`config.mk`:
```
export PLATFORM = sky130hd
export DESIGN_NAME = dynode_eventdet
export DESIGN_NICKNAME = d
export VERILOG_FILES = /design/src/hdl/dynode_pkg.sv /design/src/hdl/dynode_crossing_timer.sv /design/src/hdl/dynode_derivative.sv /design/src/hdl/dynode_event_ctrl.sv /design/src/hdl/dynode_eventdet.sv /design/src/hdl/dynode_smoother.sv
export VERILOG_INCLUDE_DIRS = /design/src /design/src/include
export SDC_FILE = /design/constraint.sdc
export NUM_CORES = 1
export LEC_CHECK = 0
export BUFFER_PORTS_ARGS = -buffer_cell sky130_fd_sc_hd__buf_2
export CORE_MARGIN = 5
export CORE_UTILIZATION = 58
export DETAILED_ROUTE_END_ITERATION = 10
export PLACE_DENSITY = 0.83
export SLEW_MARGIN = 10
export SYNTH_ARGS = -nofsm -noshare
export SYNTH_HDL_FRONTEND = slang
export SYNTH_HIERARCHICAL = 1
export SYNTH_SLANG_ARGS = --single-unit
```
`constraint.sdc`:
```
create_clock -name clk -period 9 [get_ports clk]
set_clock_uncertainty 0.2 [all_clocks]
set_input_delay 0.9 -clock clk [delete_from_list [all_inputs] [get_ports clk]]
set_output_delay 0.9 -clock clk [all_outputs]
set_load 0.02 [all_outputs]
```
`src/include/dynode_recip_table.svh`:
```
`ifndef DYNODE_RECIP_TABLE_SVH
`define DYNODE_RECIP_TABLE_SVH
// 65536 / n, floored; 0 and 1 saturate
localparam recip_t RECIP_TABLE [0:255] = '{
	16'hFFFF, 16'hFFFF, 16'h8000, 16'h5555,  // 0
	16'h4000, 16'h3333, 16'h2AAA, 16'h2492,
	16'h2000, 16'h1C71, 16'h1999, 16'h1745,
	16'h1555, 16'h13B1, 16'h1249, 16'h1111,
	16'h1000, 16'h0F0F, 16'h0E38, 16'h0D79,  // 16
	16'h0CCC, 16'h0C30, 16'h0BA2, 16'h0B21,
	16'h0AAA, 16'h0A3D, 16'h09D8, 16'h097B,
	16'h0924, 16'h08D3, 16'h0888, 16'h0842,
	16'h0800, 16'h07C1, 16'h0787, 16'h0750,  // 32
	16'h071C, 16'h06EB, 16'h06BC, 16'h0690,
	16'h0666, 16'h063E, 16'h0618, 16'h05F4,
	16'h05D1, 16'h05B0, 16'h0590, 16'h0572,
	16'h0555, 16'h0539, 16'h051E, 16'h0505,  // 48
	16'h04EC, 16'h04D4, 16'h04BD, 16'h04A7,
	16'h0492, 16'h047D, 16'h0469, 16'h0456,
	16'h0444, 16'h0432, 16'h0421, 16'h0410,
	16'h0400, 16'h03F0, 16'h03E0, 16'h03D2,  // 64
	16'h03C3, 16'h03B5, 16'h03A8, 16'h039B,
	16'h038E, 16'h0381, 16'h0375, 16'h0369,
	16'h035E, 16'h0353, 16'h0348, 16'h033D,
	16'h0333, 16'h0329, 16'h031F, 16'h0315,  // 80
	16'h030C, 16'h0303, 16'h02FA, 16'h02F1,
	16'h02E8, 16'h02E0, 16'h02D8, 16'h02D0,
	16'h02C8, 16'h02C0, 16'h02B9, 16'h02B1,
	16'h02AA, 16'h02A3, 16'h029C, 16'h0295,  // 96
	16'h028F, 16'h0288, 16'h0282, 16'h027C,
	16'h0276, 16'h0270, 16'h026A, 16'h0264,
	16'h025E, 16'h0259, 16'h0253, 16'h024E,
	16'h0249, 16'h0243, 16'h023E, 16'h0239,  // 112
	16'h0234, 16'h0230, 16'h022B, 16'h0226,
	16'h0222, 16'h021D, 16'h0219, 16'h0214,
	16'h0210, 16'h020C, 16'h0208, 16'h0204,
	16'h0200, 16'h01FC, 16'h01F8, 16'h01F4,  // 128
	16'h01F0, 16'h01EC, 16'h01E9, 16'h01E5,
	16'h01E1, 16'h01DE, 16'h01DA, 16'h01D7,
	16'h01D4, 16'h01D0, 16'h01CD, 16'h01CA,
	16'h01C7, 16'h01C3, 16'h01C0, 16'h01BD,  // 144
	16'h01BA, 16'h01B7, 16'h01B4, 16'h01B2,
	16'h01AF, 16'h01AC, 16'h01A9, 16'h01A6,
	16'h01A4, 16'h01A1, 16'h019E, 16'h019C,
	16'h0199, 16'h0197, 16'h0194, 16'h0192,  // 160
	16'h018F, 16'h018D, 16'h018A, 16'h0188,
	16'h0186, 16'h0183, 16'h0181, 16'h017F,
	16'h017D, 16'h017A, 16'h0178, 16'h0176,
	16'h0174, 16'h0172, 16'h0170, 16'h016E,  // 176
	16'h016C, 16'h016A, 16'h0168, 16'h0166,
	16'h0164, 16'h0162, 16'h0160, 16'h015E,
	16'h015C, 16'h015A, 16'h0158, 16'h0157,
	16'h0155, 16'h0153, 16'h0151, 16'h0150,  // 192
	16'h014E, 16'h014C, 16'h014A, 16'h0149,
	16'h0147, 16'h0146, 16'h0144, 16'h0142,
	16'h0141, 16'h013F, 16'h013E, 16'h013C,
	16'h013B, 16'h0139, 16'h0138, 16'h0136,  // 208
	16'h0135, 16'h0133, 16'h0132, 16'h0130,
	16'h012F, 16'h012E, 16'h012C, 16'h012B,
	16'h0129, 16'h0128, 16'h0127, 16'h0125,
	16'h0124, 16'h0123, 16'h0121, 16'h0120,  // 224
	16'h011F, 16'h011E, 16'h011C, 16'h011B,
	16'h011A, 16'h0119, 16'h0118, 16'h0116,
	16'h0115, 16'h0114, 16'h0113, 16'h0112,
	16'h0111, 16'h010F, 16'h010E, 16'h010D,  // 240
	16'h010C, 16'h010B, 16'h010A, 16'h0109,
	16'h0108, 16'h0107, 16'h0106, 16'h0105,
	16'h0104, 16'h0103, 16'h0102, 16'h0101
};
`endif

```
`src/hdl/dynode_pkg.sv`:
```
package dynode_pkg;

	localparam int SAMPLE_W = 12;  // adc bits
	localparam int SMOOTH_W = 14;  // room for four samples
	localparam int DIFF_W = 15;    // one more for the sign
	localparam int COUNT_W = 8;
	localparam int RECIP_W = 16;

	typedef logic [SAMPLE_W-1:0] sample_t;  // baseline corrected
	typedef logic [SMOOTH_W-1:0] smooth_t;
	typedef logic signed [DIFF_W-1:0] diff_t;  // msb is the sign
	typedef logic [COUNT_W-1:0] count_t;  // coarse time
	typedef logic [RECIP_W-1:0] recip_t;

	// any code not listed gives one point times four
	typedef enum logic [3:0] {
		SMOOTH_TWO      = 4'd2,  // two points doubled
		SMOOTH_THREE    = 4'd3,
		SMOOTH_FOUR     = 4'd4,
		SMOOTH_WEIGHTED = 4'd5   // middle point counted twice
	} smooth_mode_t;

	typedef union packed {
		logic [23:0] word;  // flat view for the adjust add
		struct packed {
			logic [11:0] coarse;  // count at the bottom, carries above
			logic [11:0] fine;    // fraction of a clock
		} field;
	} event_time_t;

	localparam int PILEUP_WINDOW = 4;  // cycles allowed waiting for sd crossing
	localparam int DEF_INDET_ON = 256;
	localparam int DEF_INDET_OFF = 128;
	localparam int DEF_FD_ON = 512;  // fd minimum
	localparam int DEF_SD_ON = 384;  // sd minimum
	localparam logic [11:0] DEF_TIME_ADJ = 12'hA00;  // sd time offset

	function automatic recip_t dynode_recip(input logic [7:0] value);
		`include "dynode_recip_table.svh"
		return RECIP_TABLE[value];
	endfunction

endpackage

```
`src/hdl/dynode_crossing_timer.sv`:
```
`timescale 1ns/100ps

module dynode_crossing_timer #(
	parameter logic [11:0] TIME_ADJ = dynode_pkg::DEF_TIME_ADJ
) (
	input  logic clk,
	input  logic capture_en,  // armed, track sd every cycle
	input  logic latch_time,  // load evntim
	input  dynode_pkg::diff_t sd,
	input  dynode_pkg::diff_t sd_prev,
	input  dynode_pkg::count_t timcnt,
	output logic late,  // adjust carried into the next count
	output dynode_pkg::event_time_t evntim
);
	import dynode_pkg::*;

	diff_t sd_pos;       // last sd before crossing
	diff_t sd_after;     // first negative sd
	count_t cross_cnt;   // count at the crossing
	diff_t sd_delta;     // step across zero
	logic [2:0] norm_sh;
	logic [7:0] delta_norm;  // table index
	logic [8:0] pos_norm;
	recip_t recip;
	logic [24:0] frac;  // only 15:4 make it into the time
	event_time_t adj_time;

	// keeps the final pair once capture_en drops
	always_ff @(posedge clk) begin
		if (capture_en) begin
			sd_pos <= sd_prev;
			sd_after <= sd;
			cross_cnt <= timcnt;
		end
		sd_delta <= sd_pos - sd_after;
	end

	// find the highest set bit in 13..8 of the step
	always_comb begin
		norm_sh = 3'd0;
		for (int i = 8; i <= 13; i++) begin
			if (sd_delta[i])
				norm_sh = 3'(i - 7);  // last hit is the highest
		end
	end

	// same shift on both keeps the ratio
	assign delta_norm = 8'(sd_delta >> norm_sh);
	assign pos_norm = 9'(sd_pos >> norm_sh);
	assign recip = dynode_recip(delta_norm);
	assign frac = pos_norm * recip;  // sd_pos / sd_delta, 16 bit fraction

	always_comb begin
		adj_time.word = {4'h0, cross_cnt, frac[15:4]} + {12'h000, TIME_ADJ};
	end

	// bottom of coarse no longer matches the captured count
	assign late = adj_time.field.coarse[0] != cross_cnt[0];

	always_ff @(posedge clk) begin
		if (latch_time)
			evntim <= adj_time;  // held until the next event
	end

endmodule

```
`src/hdl/dynode_derivative.sv`:
```
`timescale 1ns/100ps

module dynode_derivative #(
	parameter int FD_ON = dynode_pkg::DEF_FD_ON,  // fd level for arming
	parameter int SD_ON = dynode_pkg::DEF_SD_ON   // sd level for arming
) (
	input  logic clk,
	input  dynode_pkg::smooth_t smoothed,
	output dynode_pkg::diff_t sd,       // second difference
	output dynode_pkg::diff_t sd_prev,  // sd one cycle back
	output logic fd_over,
	output logic sd_over,
	output logic sd_neg
);
	import dynode_pkg::*;

	smooth_t smoothed_d;
	diff_t fd;       // first difference
	diff_t fd_prev;

	always_ff @(posedge clk) begin
		smoothed_d <= smoothed;
		fd <= diff_t'({1'b0, smoothed}) - diff_t'({1'b0, smoothed_d});
		fd_prev <= fd;
		sd <= fd - fd_prev;
		sd_prev <= sd;  // last sample before a crossing
	end

	// level flags count only on a rising slope
	assign fd_over = !fd[DIFF_W-1] && (fd > diff_t'(FD_ON));
	assign sd_over = !sd[DIFF_W-1] && (sd > diff_t'(SD_ON));
	assign sd_neg = sd[DIFF_W-1];  // sd crossed zero

endmodule

```
`src/hdl/dynode_event_ctrl.sv`:
```
`timescale 1ns/100ps

module dynode_event_ctrl #(
	parameter int PU_WINDOW = dynode_pkg::PILEUP_WINDOW  // max wait for sd crossing
) (
	input  logic clk,
	input  logic reset,
	input  logic indet,
	input  logic fd_over,
	input  logic sd_over,
	input  logic sd_neg,
	input  logic late,
	output logic capture_en,
	output logic latch_time,
	output logic evnt,     // event strobe
	output logic pileup,
	output logic pudump    // armed event dropped
);
	localparam int CNT_W = $clog2(PU_WINDOW + 1);

	localparam logic [2:0] ST_IDLE = 3'd0;
	localparam logic [2:0] ST_WAIT = 3'd1;       // armed, wait for sd < 0
	localparam logic [2:0] ST_COMPUTE = 3'd2;    // step across zero
	localparam logic [2:0] ST_LATCH = 3'd3;      // load event time
	localparam logic [2:0] ST_EMIT = 3'd4;
	localparam logic [2:0] ST_EMIT_LATE = 3'd5;  // strobe one cycle later

	logic [2:0] state;
	logic fd_seen;  // sticky fd level
	logic sd_seen;  // sticky sd level
	logic arm;
	logic [CNT_W-1:0] pu_cnt;

	assign arm = (state == ST_IDLE) && indet && (fd_seen || fd_over) && (sd_seen || sd_over);

	// levels may arrive in different cycles within one indet
	always_ff @(posedge clk) begin
		if (reset || !indet || arm || state != ST_IDLE) begin
			fd_seen <= 1'b0;
			sd_seen <= 1'b0;
		end else begin
			fd_seen <= fd_seen | fd_over;
			sd_seen <= sd_seen | sd_over;
		end
	end

	always_ff @(posedge clk) begin
		if (reset) begin
			state <= ST_IDLE;
			pu_cnt <= '0;
			pudump <= 1'b0;
		end else begin
			pudump <= 1'b0;
			case (state)
				ST_IDLE: begin
					pu_cnt <= '0;
					if (arm)
						state <= ST_WAIT;
				end
				ST_WAIT: begin
					pu_cnt <= pu_cnt + 1'b1;
					if (pu_cnt == CNT_W'(PU_WINDOW)) begin
						state <= ST_IDLE;  // crossing too slow
						pudump <= 1'b1;
					end else if (sd_neg) begin
						state <= ST_COMPUTE;
					end
				end
				ST_COMPUTE: state <= ST_LATCH;
				ST_LATCH:   state <= ST_EMIT;
				ST_EMIT:    state <= late ? ST_EMIT_LATE : ST_IDLE;
				default:    state <= ST_IDLE;
			endcase
		end
	end

	always_ff @(posedge clk) begin
		if (reset)
			pileup <= 1'b0;
		else
			pileup <= indet && fd_over;
	end

	assign capture_en = (state == ST_WAIT);
	assign latch_time = (state == ST_LATCH);
	assign evnt = (state == ST_EMIT && !late) || (state == ST_EMIT_LATE);

endmodule

```
`src/hdl/dynode_eventdet.sv`:
```
`timescale 1ns/100ps

module dynode_eventdet #(
	parameter int INDET_ON = dynode_pkg::DEF_INDET_ON,
	parameter int INDET_OFF = dynode_pkg::DEF_INDET_OFF,
	parameter int FD_ON = dynode_pkg::DEF_FD_ON,
	parameter int SD_ON = dynode_pkg::DEF_SD_ON,
	parameter logic [11:0] TIME_ADJ = dynode_pkg::DEF_TIME_ADJ,
	parameter int PU_WINDOW = dynode_pkg::PILEUP_WINDOW
) (
	input  logic clk,
	input  logic reset,
	input  dynode_pkg::sample_t sample,  // one adc sample per clock
	input  dynode_pkg::count_t timcnt,   // coarse time counter
	input  dynode_pkg::smooth_mode_t smooth_mode,
	output logic indet,   // event may be present
	output logic evnt,    // event time ready
	output logic pileup,
	output logic pudump,
	output dynode_pkg::event_time_t evntim
);
	import dynode_pkg::*;

	smooth_t smoothed;
	diff_t sd;
	diff_t sd_prev;
	logic fd_over;
	logic sd_over;
	logic sd_neg;
	logic capture_en;
	logic latch_time;
	logic late;

	dynode_smoother #(
		.INDET_ON(INDET_ON),
		.INDET_OFF(INDET_OFF)
	) smoother_i (
		.clk(clk), .reset(reset), .sample(sample), .smooth_mode(smooth_mode),
		.smoothed(smoothed), .indet(indet)
	);

	dynode_derivative #(.FD_ON(FD_ON), .SD_ON(SD_ON)) derivative_i (
		.clk(clk), .smoothed(smoothed), .sd(sd), .sd_prev(sd_prev),
		.fd_over(fd_over), .sd_over(sd_over), .sd_neg(sd_neg)
	);

	dynode_event_ctrl #(.PU_WINDOW(PU_WINDOW)) event_ctrl_i (
		.clk(clk), .reset(reset), .indet(indet), .fd_over(fd_over),
		.sd_over(sd_over), .sd_neg(sd_neg), .late(late),
		.capture_en(capture_en), .latch_time(latch_time),
		.evnt(evnt), .pileup(pileup), .pudump(pudump)
	);

	// interpolated time of the sd zero crossing
	dynode_crossing_timer #(.TIME_ADJ(TIME_ADJ)) crossing_timer_i (
		.clk(clk), .capture_en(capture_en), .latch_time(latch_time),
		.sd(sd), .sd_prev(sd_prev), .timcnt(timcnt),
		.late(late), .evntim(evntim)
	);

endmodule

```
`src/hdl/dynode_smoother.sv`:
```
`timescale 1ns/100ps

module dynode_smoother #(
	parameter int INDET_ON = dynode_pkg::DEF_INDET_ON,   // turn on level
	parameter int INDET_OFF = dynode_pkg::DEF_INDET_OFF  // turn off level
) (
	input  logic clk,
	input  logic reset,
	input  dynode_pkg::sample_t sample,  // baseline corrected adc
	input  dynode_pkg::smooth_mode_t smooth_mode,
	output dynode_pkg::smooth_t smoothed,
	output logic indet  // event may be present
);
	import dynode_pkg::*;

	sample_t sample_d [0:2];  // last three samples
	smooth_t s0;
	smooth_t s1;
	smooth_t s2;
	smooth_t s3;

	// zero extend so the sums do not wrap
	assign s0 = smooth_t'(sample);
	assign s1 = smooth_t'(sample_d[0]);
	assign s2 = smooth_t'(sample_d[1]);
	assign s3 = smooth_t'(sample_d[2]);

	always_ff @(posedge clk) begin
		sample_d[0] <= sample;
		sample_d[1] <= sample_d[0];
		sample_d[2] <= sample_d[1];
	end

	// all patterns scale to four times a sample except three point
	always_ff @(posedge clk) begin
		case (smooth_mode)
			SMOOTH_TWO:      smoothed <= (s0 + s1) << 1;
			SMOOTH_THREE:    smoothed <= s0 + s1 + s2;
			SMOOTH_FOUR:     smoothed <= s0 + s1 + s2 + s3;
			SMOOTH_WEIGHTED: smoothed <= s0 + (s1 << 1) + s2;  // center twice
			default:         smoothed <= s0 << 2;  // single point
		endcase
	end

	// hysteresis on the smoothed level
	always_ff @(posedge clk) begin
		if (reset) begin
			indet <= 1'b0;
		end else if (!indet) begin
			indet <= (smoothed > INDET_ON);
		end else begin
			indet <= (smoothed >= INDET_OFF);  // hold until below the off level
		end
	end

endmodule

```
==> results.toml, run 1 <==
[grt]
grt_start_max_net_pins = 38
grt_pass1_vias = 17800
grt_pass1_wl_mm = 96.4
grt-ovfl-total = 0
track_usage_pct = 36.1
antenna_found_initial = 0

[drt]
wl_per_cell_microns = 22.5
via_per_inst = 6.31
drc = 0
firstDrtPassIters = 8
ant_nets = 0
via_count = 17200
wl_mm = 61.4
drtIter0Drc = 1738

[floorplan]
die_x_microns = 182
coreArea_sq_um = 29500
rows = 63
ioPinCount = 54
die_h_microns = 182
dieArea_sq_um = 33300
start_util_pct = 58.5

[final_layout]
fin_area_sq_um = 21800
diodes = 0
drive_above_1_share_pct = 26.9
fillers = 2062
nNetsFinal = 2565
final_common_cell = "buf_4"
most-common-layout-cells = "353 x buf_4, 188 x inv_1, 172 x nand2_1"
syn2layout_area_growth_pct = 26.4
layout.cells.non_filler = 2730

[clocking]
cts_buffer_depth = 3
path_clk_slew_ns = 0.07
cts_inserted_buffers = 22
h-tree-depth = 1
cts-root-buf = "clkbuf_16"
clk_latency_ns = 0.52
clock-sinks = 207
cts_tree = "yes"

[sta]
report.final.setup_viol = 1
hold_violations = 0
fmax_mhz = 100
worst_slack_ns = -0.971
fin_crit_sh_pct = 111
worst_pin_slew_ns = 1.07
rsz0062_at_grt = "true"
drv_slew = 0
setup_tns_ns = -0.971
relSlewSlack_pct = 28.7
period_minus_slack_ns = 9.97

[place]
place_ws_ns = -0.634
io_buffers = 50
dp.cells = 2670
gp_congestion = 1.04
dp_hpwl_mm = 46.8
post_dp_cell_area_sq_um = 20500

[synth]
postSynthAreaPerCell_sq_um = 8.76
yosysWarnings = 6
syn_inst = 1969
syn_area_sq_um = 17200

[critical_path]
critical-path-slowest-cell = "fa_1"
rr_worst_depth = 36
slowest_delay_ns = 0.57
startpoint_type = "flip-flop"
startpoint = "crossing_timer_i/sd_delta[12]"
path_max_fanout = 8
crit_arrival_ns = 8.87
crit_type = "flip-flop to output port"
crit_path_end_kind = "output port"
cp_common_cell = "buf_4"
worst_ep_required_time_ns = 7.90
rrSetupSlack_ns = 0.34
rr_startpoint = "crossing_timer_i/sd_delta[12]"
r2r_end = "crossing_timer_i/evntim[16]"

[worst_hold_path]
hold_start = "derivative_i/sd[10]"
min_to = "derivative_i/sd_prev[10]"
holdPathStages = 0
hold_path.class = "flip-flop to flip-flop"

[status]
status = "finished with violations"
violations = "negative setup slack"

[run]
maxCapViolations = 0
area by class of cell:
class                      count  area, sq um  area share, %
multi-input combinational   1479        11900           54.8
clock buffer                  26          586           2.69
sequential                   207         4730           21.7
tap                          390          488           2.24
timing repair buffer         420         3190           14.6
inverter                     194          743           3.41
clock inverter                14          128          0.586
flip-flops by register name, summed over array words and instances, names as in the netlist, 3 cells and up:
| signal | count |
|---|---|
| smoother_i/sample_d | 36 |
| crossing_timer_i/evntim | 21 |
| crossing_timer_i/sd_pos | 15 |
| derivative_i/fd | 15 |
| derivative_i/fd_prev | 15 |
| derivative_i/sd | 15 |
| derivative_i/sd_prev | 15 |
| crossing_timer_i/sd_after | 14 |
| crossing_timer_i/sd_delta | 14 |
| derivative_i/smoothed_d | 14 |
| smoother_i/smoothed | 14 |
| crossing_timer_i/cross_cnt | 8 |
| event_ctrl_i/pu_cnt | 3 |
| event_ctrl_i/state | 3 |
critical path: cells and delay by family (launching register included):
kind	cells	cell delay, ns
AOI/OAI and AO/OA	14	2.56
xor gates and xnor gates	2	0.58
adders and majority gates	6	2.50
buffers and inverters	10	1.14
DFF	1	0.37
muxes	1	0.33
and+or+nand+nor	5	0.88
stage by stage:
stage          hold slack [ns]  util [%]
5_1_grt                  0.182      73.9
4_1_cts                  0.172      72.8
3_5_place_dp             0.162      69.6
6_report                 0.170      73.9
2_1_floorplan            0.146         -
3_3_place_gp             0.154      69.6
worst max path at each step:
stage                end  cells past startpoint  slack [ns]
finish              evnt                     38       -0.97
global route        evnt                     36       -1.29
CTS                 evnt                     38       -0.72
detailed placement  evnt                     36       -0.63
global placement    evnt                     34       -0.52
floorplan           evnt                     39       0.004
timing repair:
action                                 in CTS  in global routing
setup endpoints to repair                   6                 11
gates cloned                                0                  1
hold buffers                                0                  0
pin swaps                                  20                 24
gates resized for setup                    43                 58
setup buffers                               9                 11
endpoints found under the hold margin       0                  0
metal layers:
metal | up-vias | track usage (%) | part of all wire, %
met5 | - | 0 | 0
met4 | 0 | 18.1 | 6.3
met3 | 239 | 5.36 | 7.9
met2 | 985 | 62.4 | 48
met1 | 8237 | 43.9 | 38
li1 | 7757 | - | -
Power of run 1 is not shown: default switching activity piles up to over one toggle a cycle in this logic, so the estimate is an artifact.
==> inputs of run 2 (changes only) <==
--- a/config.mk
+++ b/config.mk
@@ -10,7 +10,9 @@
 export CORE_MARGIN = 5
 export CORE_UTILIZATION = 58
 export DETAILED_ROUTE_END_ITERATION = 10
+export MAX_ROUTING_LAYER = met4
 export PLACE_DENSITY = 0.83
+export SKIP_LAST_GASP = 1
 export SLEW_MARGIN = 10
 export SYNTH_ARGS = -nofsm -noshare
 export SYNTH_HDL_FRONTEND = slang
==> run 2 against run 1 <==
  * The run still ends with negative setup slack left
  * Die area unchanged
  * Sequential cell count unchanged
  * Sequential share of layout area decreased by 0.52 points
  * Wire length increased by 3.4%
  * Register-to-register slack got worse by 0.24 ns
  * Fmax increased by 1.2%
  * Clock-buffer cell count increased by 6
  * Critical path type unchanged
  * Critical endpoint unchanged
==> results.toml, run 2 (synthesis results as in run 1) <==
[drt]
firstDrtPassIters = 6
wl_per_cell_microns = 23.1
drc = 0
via_per_inst = 6.47
via_count = 17700
ant_nets = 0
wl_mm = 63.5
drtIter0Drc = 2231

[sta]
fin_crit_sh_pct = 110
relSlewSlack_pct = 19.8
drv_slew = 0
worst_pin_slew_ns = 1.20
report.final.setup_viol = 1
fmax_mhz = 101
worst_slack_ns = -0.858
period_minus_slack_ns = 9.86
hold_violations = 0
rsz0062_at_grt = "true"

[grt]
track_usage_pct = 38.0
grt_pass1_wl_mm = 98.3
antenna_found_initial = 0
grt_start_max_net_pins = 38
grt_pass1_vias = 18200
grt-ovfl-total = 0

[final_layout]
nNetsFinal = 2578
final-seq-area_sq_um = 4730
final_common_cell = "buf_4"
syn2layout_area_growth_pct = 29.6
fillers = 1851
drive_above_1_share_pct = 29.4
most-common-layout-cells = "349 x buf_4, 177 x inv_1, 167 x nand2_1"
reg_top3 = "smoother_i/sample_d (36), crossing_timer_i/evntim (21)"
multi_input_comb_area_sq_um = 12200
diodes = 0
fin_area_sq_um = 22300
largest_register_ffs = 36
regMostFlops = "smoother_i/sample_d"

[critical_path]
startpoint = "crossing_timer_i/sd_delta[12]"
rr_startpoint = "crossing_timer_i/sd_delta[12]"
rrSetupSlack_ns = 0.10
critical-path-slowest-cell = "fa_1"
crit_path_end_kind = "output port"
slowest_delay_ns = 0.55
crit_end = "evnt"
worst_ep_required_time_ns = 7.90
rr_worst_depth = 41
startpoint_type = "flip-flop"
r2r_end = "event_ctrl_i/state[0]"
crit_arrival_ns = 8.76
path_max_fanout = 8
crit_type = "flip-flop to output port"

[floorplan]
rows = 63
dieArea_sq_um = 33300
ioPinCount = 54
coreArea_sq_um = 29500
start_util_pct = 58.5
die_x_microns = 182
die_h_microns = 182

[clocking]
cts_inserted_buffers = 22
cts_tree = "yes"
ctsHoldBuffers = 0
cts_buffer_depth = 3
clk_latency_ns = 0.53
h-tree-depth = 1
clock-sinks = 207
cts-root-buf = "clkbuf_16"
path_clk_slew_ns = 0.06

[place]
dp_hpwl_mm = 46.1
io_buffers = 50
gp_congestion = 1.07
post_dp_cell_area_sq_um = 20400
place_ws_ns = -0.748

[status]
status = "finished with violations"
violations = "negative setup slack"

[worst_hold_path]
hold_path.class = "flip-flop to flip-flop"

[run]
maxCapViolations = 0
-- run 2: routing by layer --
metal	share of wire, %	track usage (%)
met3	9.1	6.56
met2	47	64.0
met4	7.8	21.3
met5	0	-
met1	36	43.0
-- run 2: final cells by class --
cell class / count / share of cell area, %
timing repair buffer: 434 / 15.3
sequential: 207 / 21.2
tap: 390 / 2.18
inverter: 194 / 3.43
clock buffer: 32 / 2.72
clock inverter: 8 / 0.487
multi-input combinational: 1478 / 54.7
-- run 2: timing repair --
item                                    in CTS  in global routing
buffers inserted                            41                 13
resized for setup                          118                 77
cloned                                       0                  0
endpoints found under the hold margin        0                  0
endpoints found under the setup margin      11                 11
pin swaps                                   71                 82
-- run 2: how the worst min path moves through the flow --
stage | from | to | depth (start not counted)
after global placement | derivative_i/sd[8] | derivative_i/sd_prev[8] | 0
after detailed placement | derivative_i/sd[2] | derivative_i/sd_prev[2] | 0
after floorplan | derivative_i/sd[8] | derivative_i/sd_prev[8] | 0
after CTS | derivative_i/fd[4] | derivative_i/fd_prev[4] | 0
after global routing | derivative_i/fd[4] | derivative_i/fd_prev[4] | 0
final | derivative_i/fd[4] | derivative_i/fd_prev[4] | 0
-- run 2: worst max-delay path: cells and delay by family, from the launching register on --
family / cells / cell delay (ns)
flip-flops: 1 / 0.36
AND/OR/NAND/NOR: 9 / 1.37
multiplexers: 1 / 0.34
XOR/XNOR: 2 / 0.59
AO/OA/AOI/OAI: 9 / 2.09
adder cells (fa/ha/maj): 6 / 2.52
buffers and inverters: 10 / 0.96
-- run 2: through the flow --
| stage | TNS (ns) | hold slack [ns] | cells | util (%) |
|---|---|---|---|---|
| after global routing | -1.29 | 0.167 | 2743 | 75.8 |
| after CTS | -0.678 | 0.162 | 2731 | 74.4 |
| after detailed placement | -1.97 | 0.159 | 2650 | 69.3 |
| final | -0.858 | 0.160 | 2743 | 75.8 |
| after floorplan | 0 | 0.146 | 1971 | - |
| after global placement | -0.475 | 0.151 | 2650 | 69.3 |
Power of run 2 is left out for the same reason.
==> inputs of run 3 (changes only) <==
--- a/config.mk
+++ b/config.mk
@@ -8,10 +8,10 @@
 export LEC_CHECK = 0
 export BUFFER_PORTS_ARGS = -buffer_cell sky130_fd_sc_hd__buf_2
 export CORE_MARGIN = 5
-export CORE_UTILIZATION = 58
+export CORE_UTILIZATION = 50
 export DETAILED_ROUTE_END_ITERATION = 10
 export MAX_ROUTING_LAYER = met4
-export PLACE_DENSITY = 0.83
+export PLACE_DENSITY = 0.71
 export SKIP_LAST_GASP = 1
 export SLEW_MARGIN = 10
 export SYNTH_ARGS = -nofsm -noshare
==> constraint.sdc (replaced) <==
create_clock -name clk -period 11.7 [get_ports clk]
set_clock_uncertainty 0.2 [all_clocks]
set_input_delay 1.17 -clock clk [delete_from_list [all_inputs] [get_ports clk]]
set_output_delay 1.17 -clock clk [all_outputs]
set_load 0.02 [all_outputs]
==> run 3 against run 2 <==
  * The run now ends clean
  * Via count shrank 13%
  * Wire length down 17%
  * Clock-buffer cell count decreased by 1
  * First-iteration DRC count is 42% lower
==> results.toml, run 3 (synthesis results as in run 1) <==
[final_layout]
nNetsFinal = 2272
largest_register_ffs = 36
most-common-layout-cells = "190 x inv_1, 177 x nand2_1, 151 x nor2_1"
final_util_pct = 55.6
fillers = 3084
final_common_cell = "inv_1"
regMostFlops = "smoother_i/sample_d"
layout.cells.non_filler = 2504
drive_above_1_share_pct = 12.9
syn2layout_area_growth_pct = 10.5
reg_top3 = "smoother_i/sample_d (36), crossing_timer_i/evntim (21)"
diodes = 0

[floorplan]
rows = 68
ioPinCount = 54
die_x_microns = 196
die_h_microns = 196
start_util_pct = 50.3
dieArea_sq_um = 38300
coreArea_sq_um = 34300

[sta]
worst_slack_ns = 0.452
report.final.setup_viol = 0
fmax_mhz = 88.9
period_minus_slack_ns = 11.25
worst_pin_slew_ns = 1.07
relSlewSlack_pct = 28.5
setup_tns_ns = 0
drv_slew = 0
hold_violations = 0
fin_crit_sh_pct = 96.1

[clocking]
cts-root-buf = "clkbuf_16"
clk_latency_ns = 0.53
h-tree-depth = 1
path_clk_slew_ns = 0.06
cts_inserted_buffers = 24
clock-sinks = 207
cts_tree = "yes"
ctsHoldBuffers = 0
cts_buffer_depth = 3

[grt]
track_usage_pct = 27.6
grt_pass1_vias = 15800
antenna_found_initial = 0
grt-ovfl-total = 0
grt_start_max_net_pins = 48
grt_pass1_wl_mm = 83.8

[drt]
wl_mm = 52.6
via_per_inst = 6.19
drtIter0Drc = 1296
via_count = 15500
wl_per_cell_microns = 21.0
firstDrtPassIters = 6
ant_nets = 0
drc = 0

[critical_path]
crit_arrival_ns = 9.88
rr_worst_depth = 31
rr_startpoint = "crossing_timer_i/sd_delta[10]"
startpoint = "crossing_timer_i/sd_delta[10]"
path_max_fanout = 10
rrSetupSlack_ns = 2.03
critical-path-slowest-cell = "a2111oi_1"
startpoint_type = "flip-flop"
worst_ep_required_time_ns = 10.33
r2r_end = "crossing_timer_i/evntim[19]"
crit_type = "flip-flop to output port"
slowest_delay_ns = 0.67
crit_path_end_kind = "output port"

[run]
maxCapViolations = 0

[worst_hold_path]
holdPathStages = 0
hold_start = "derivative_i/sd[1]"
min_to = "derivative_i/sd_prev[1]"
hold_path.class = "flip-flop to flip-flop"

[place]
io_buffers = 50
dp.cells = 2459
place_ws_ns = 0.396
gp_congestion = 1.11
dp_hpwl_mm = 40.4

[status]
status = "finished, final reports clean"
## run 3: cell types whose count changed in the layout (fill, tap and decap cells not counted), moves of 15 or more
| cell | previous run | this run |
|---|---|---|
| buf_12 | 17 | 1 |
| buf_6 | 18 | 0 |
| o21ai_0 | 71 | 93 |
| buf_4 | 349 | 74 |
| a21oi_1 | 104 | 119 |
## run 3: final cells by class
| type | count | area (sq um) | area share [%] |
|---|---|---|---|
| tap | 455 | 569 | 2.99 |
| sequential | 207 | 4730 | 24.8 |
| inverter | 194 | 728 | 3.82 |
| clock inverter | 13 | 141 | 0.742 |
| clock buffer | 31 | 627 | 3.29 |
| timing repair buffer | 126 | 841 | 4.41 |
| multi-input combinational | 1478 | 11400 | 59.9 |
## run 3: metrics by stage
| step | hold WS (ns) | cell area (sq um) |
|---|---|---|
| 2_1_floorplan | 0.146 | 17300 |
| 3_3_place_gp | 0.152 | 18200 |
| 3_5_place_dp | 0.156 | 18200 |
| 4_1_cts | 0.163 | 19000 |
| 5_1_grt | 0.166 | 19100 |
| 6_report | 0.162 | 19100 |
## run 3: critical path, delay by kind of cell, from the launching register on
kind,cells,cell delay [ns]
AND/OR/NAND/NOR,5,1.07
flip-flops,1,0.54
AO/OA/AOI/OAI,13,3.52
XOR/XNOR,2,0.81
buffers and inverters,7,0.86
adder cells (fa/ha/maj),6,2.55
## run 3: what timing repair did
item | 4_1_cts | 5_1_grt
gates resized for setup | 3 | 26
pin swaps | 1 | 2
buffers inserted | 1 | 0
endpoints found under the setup margin | 1 | 1
hold endpoints to repair | 0 | 0
## run 3: worst max-delay path by stage
| stage | depth (start not counted) | slack (ns) | endpoint |
|---|---|---|---|
| floorplan | 39 | 1.27 | evnt |
| global placement | 36 | 0.43 | evnt |
| detailed placement | 39 | 0.40 | evnt |
| CTS | 35 | 0.01 | evnt |
| global route | 39 | -0.04 | evnt |
| finish | 33 | 0.45 | evnt |
## run 3: layer usage
metal  vias up  wire length [microns]  GRT usage, %
li1       7149                      -             -
met4         0                   4020          16.8
met1      7393                  19100          29.7
met5         -                      0             -
met2       721                  25900          47.5
met3       242                   3530          4.67
Power of run 3 is left out for the same reason.
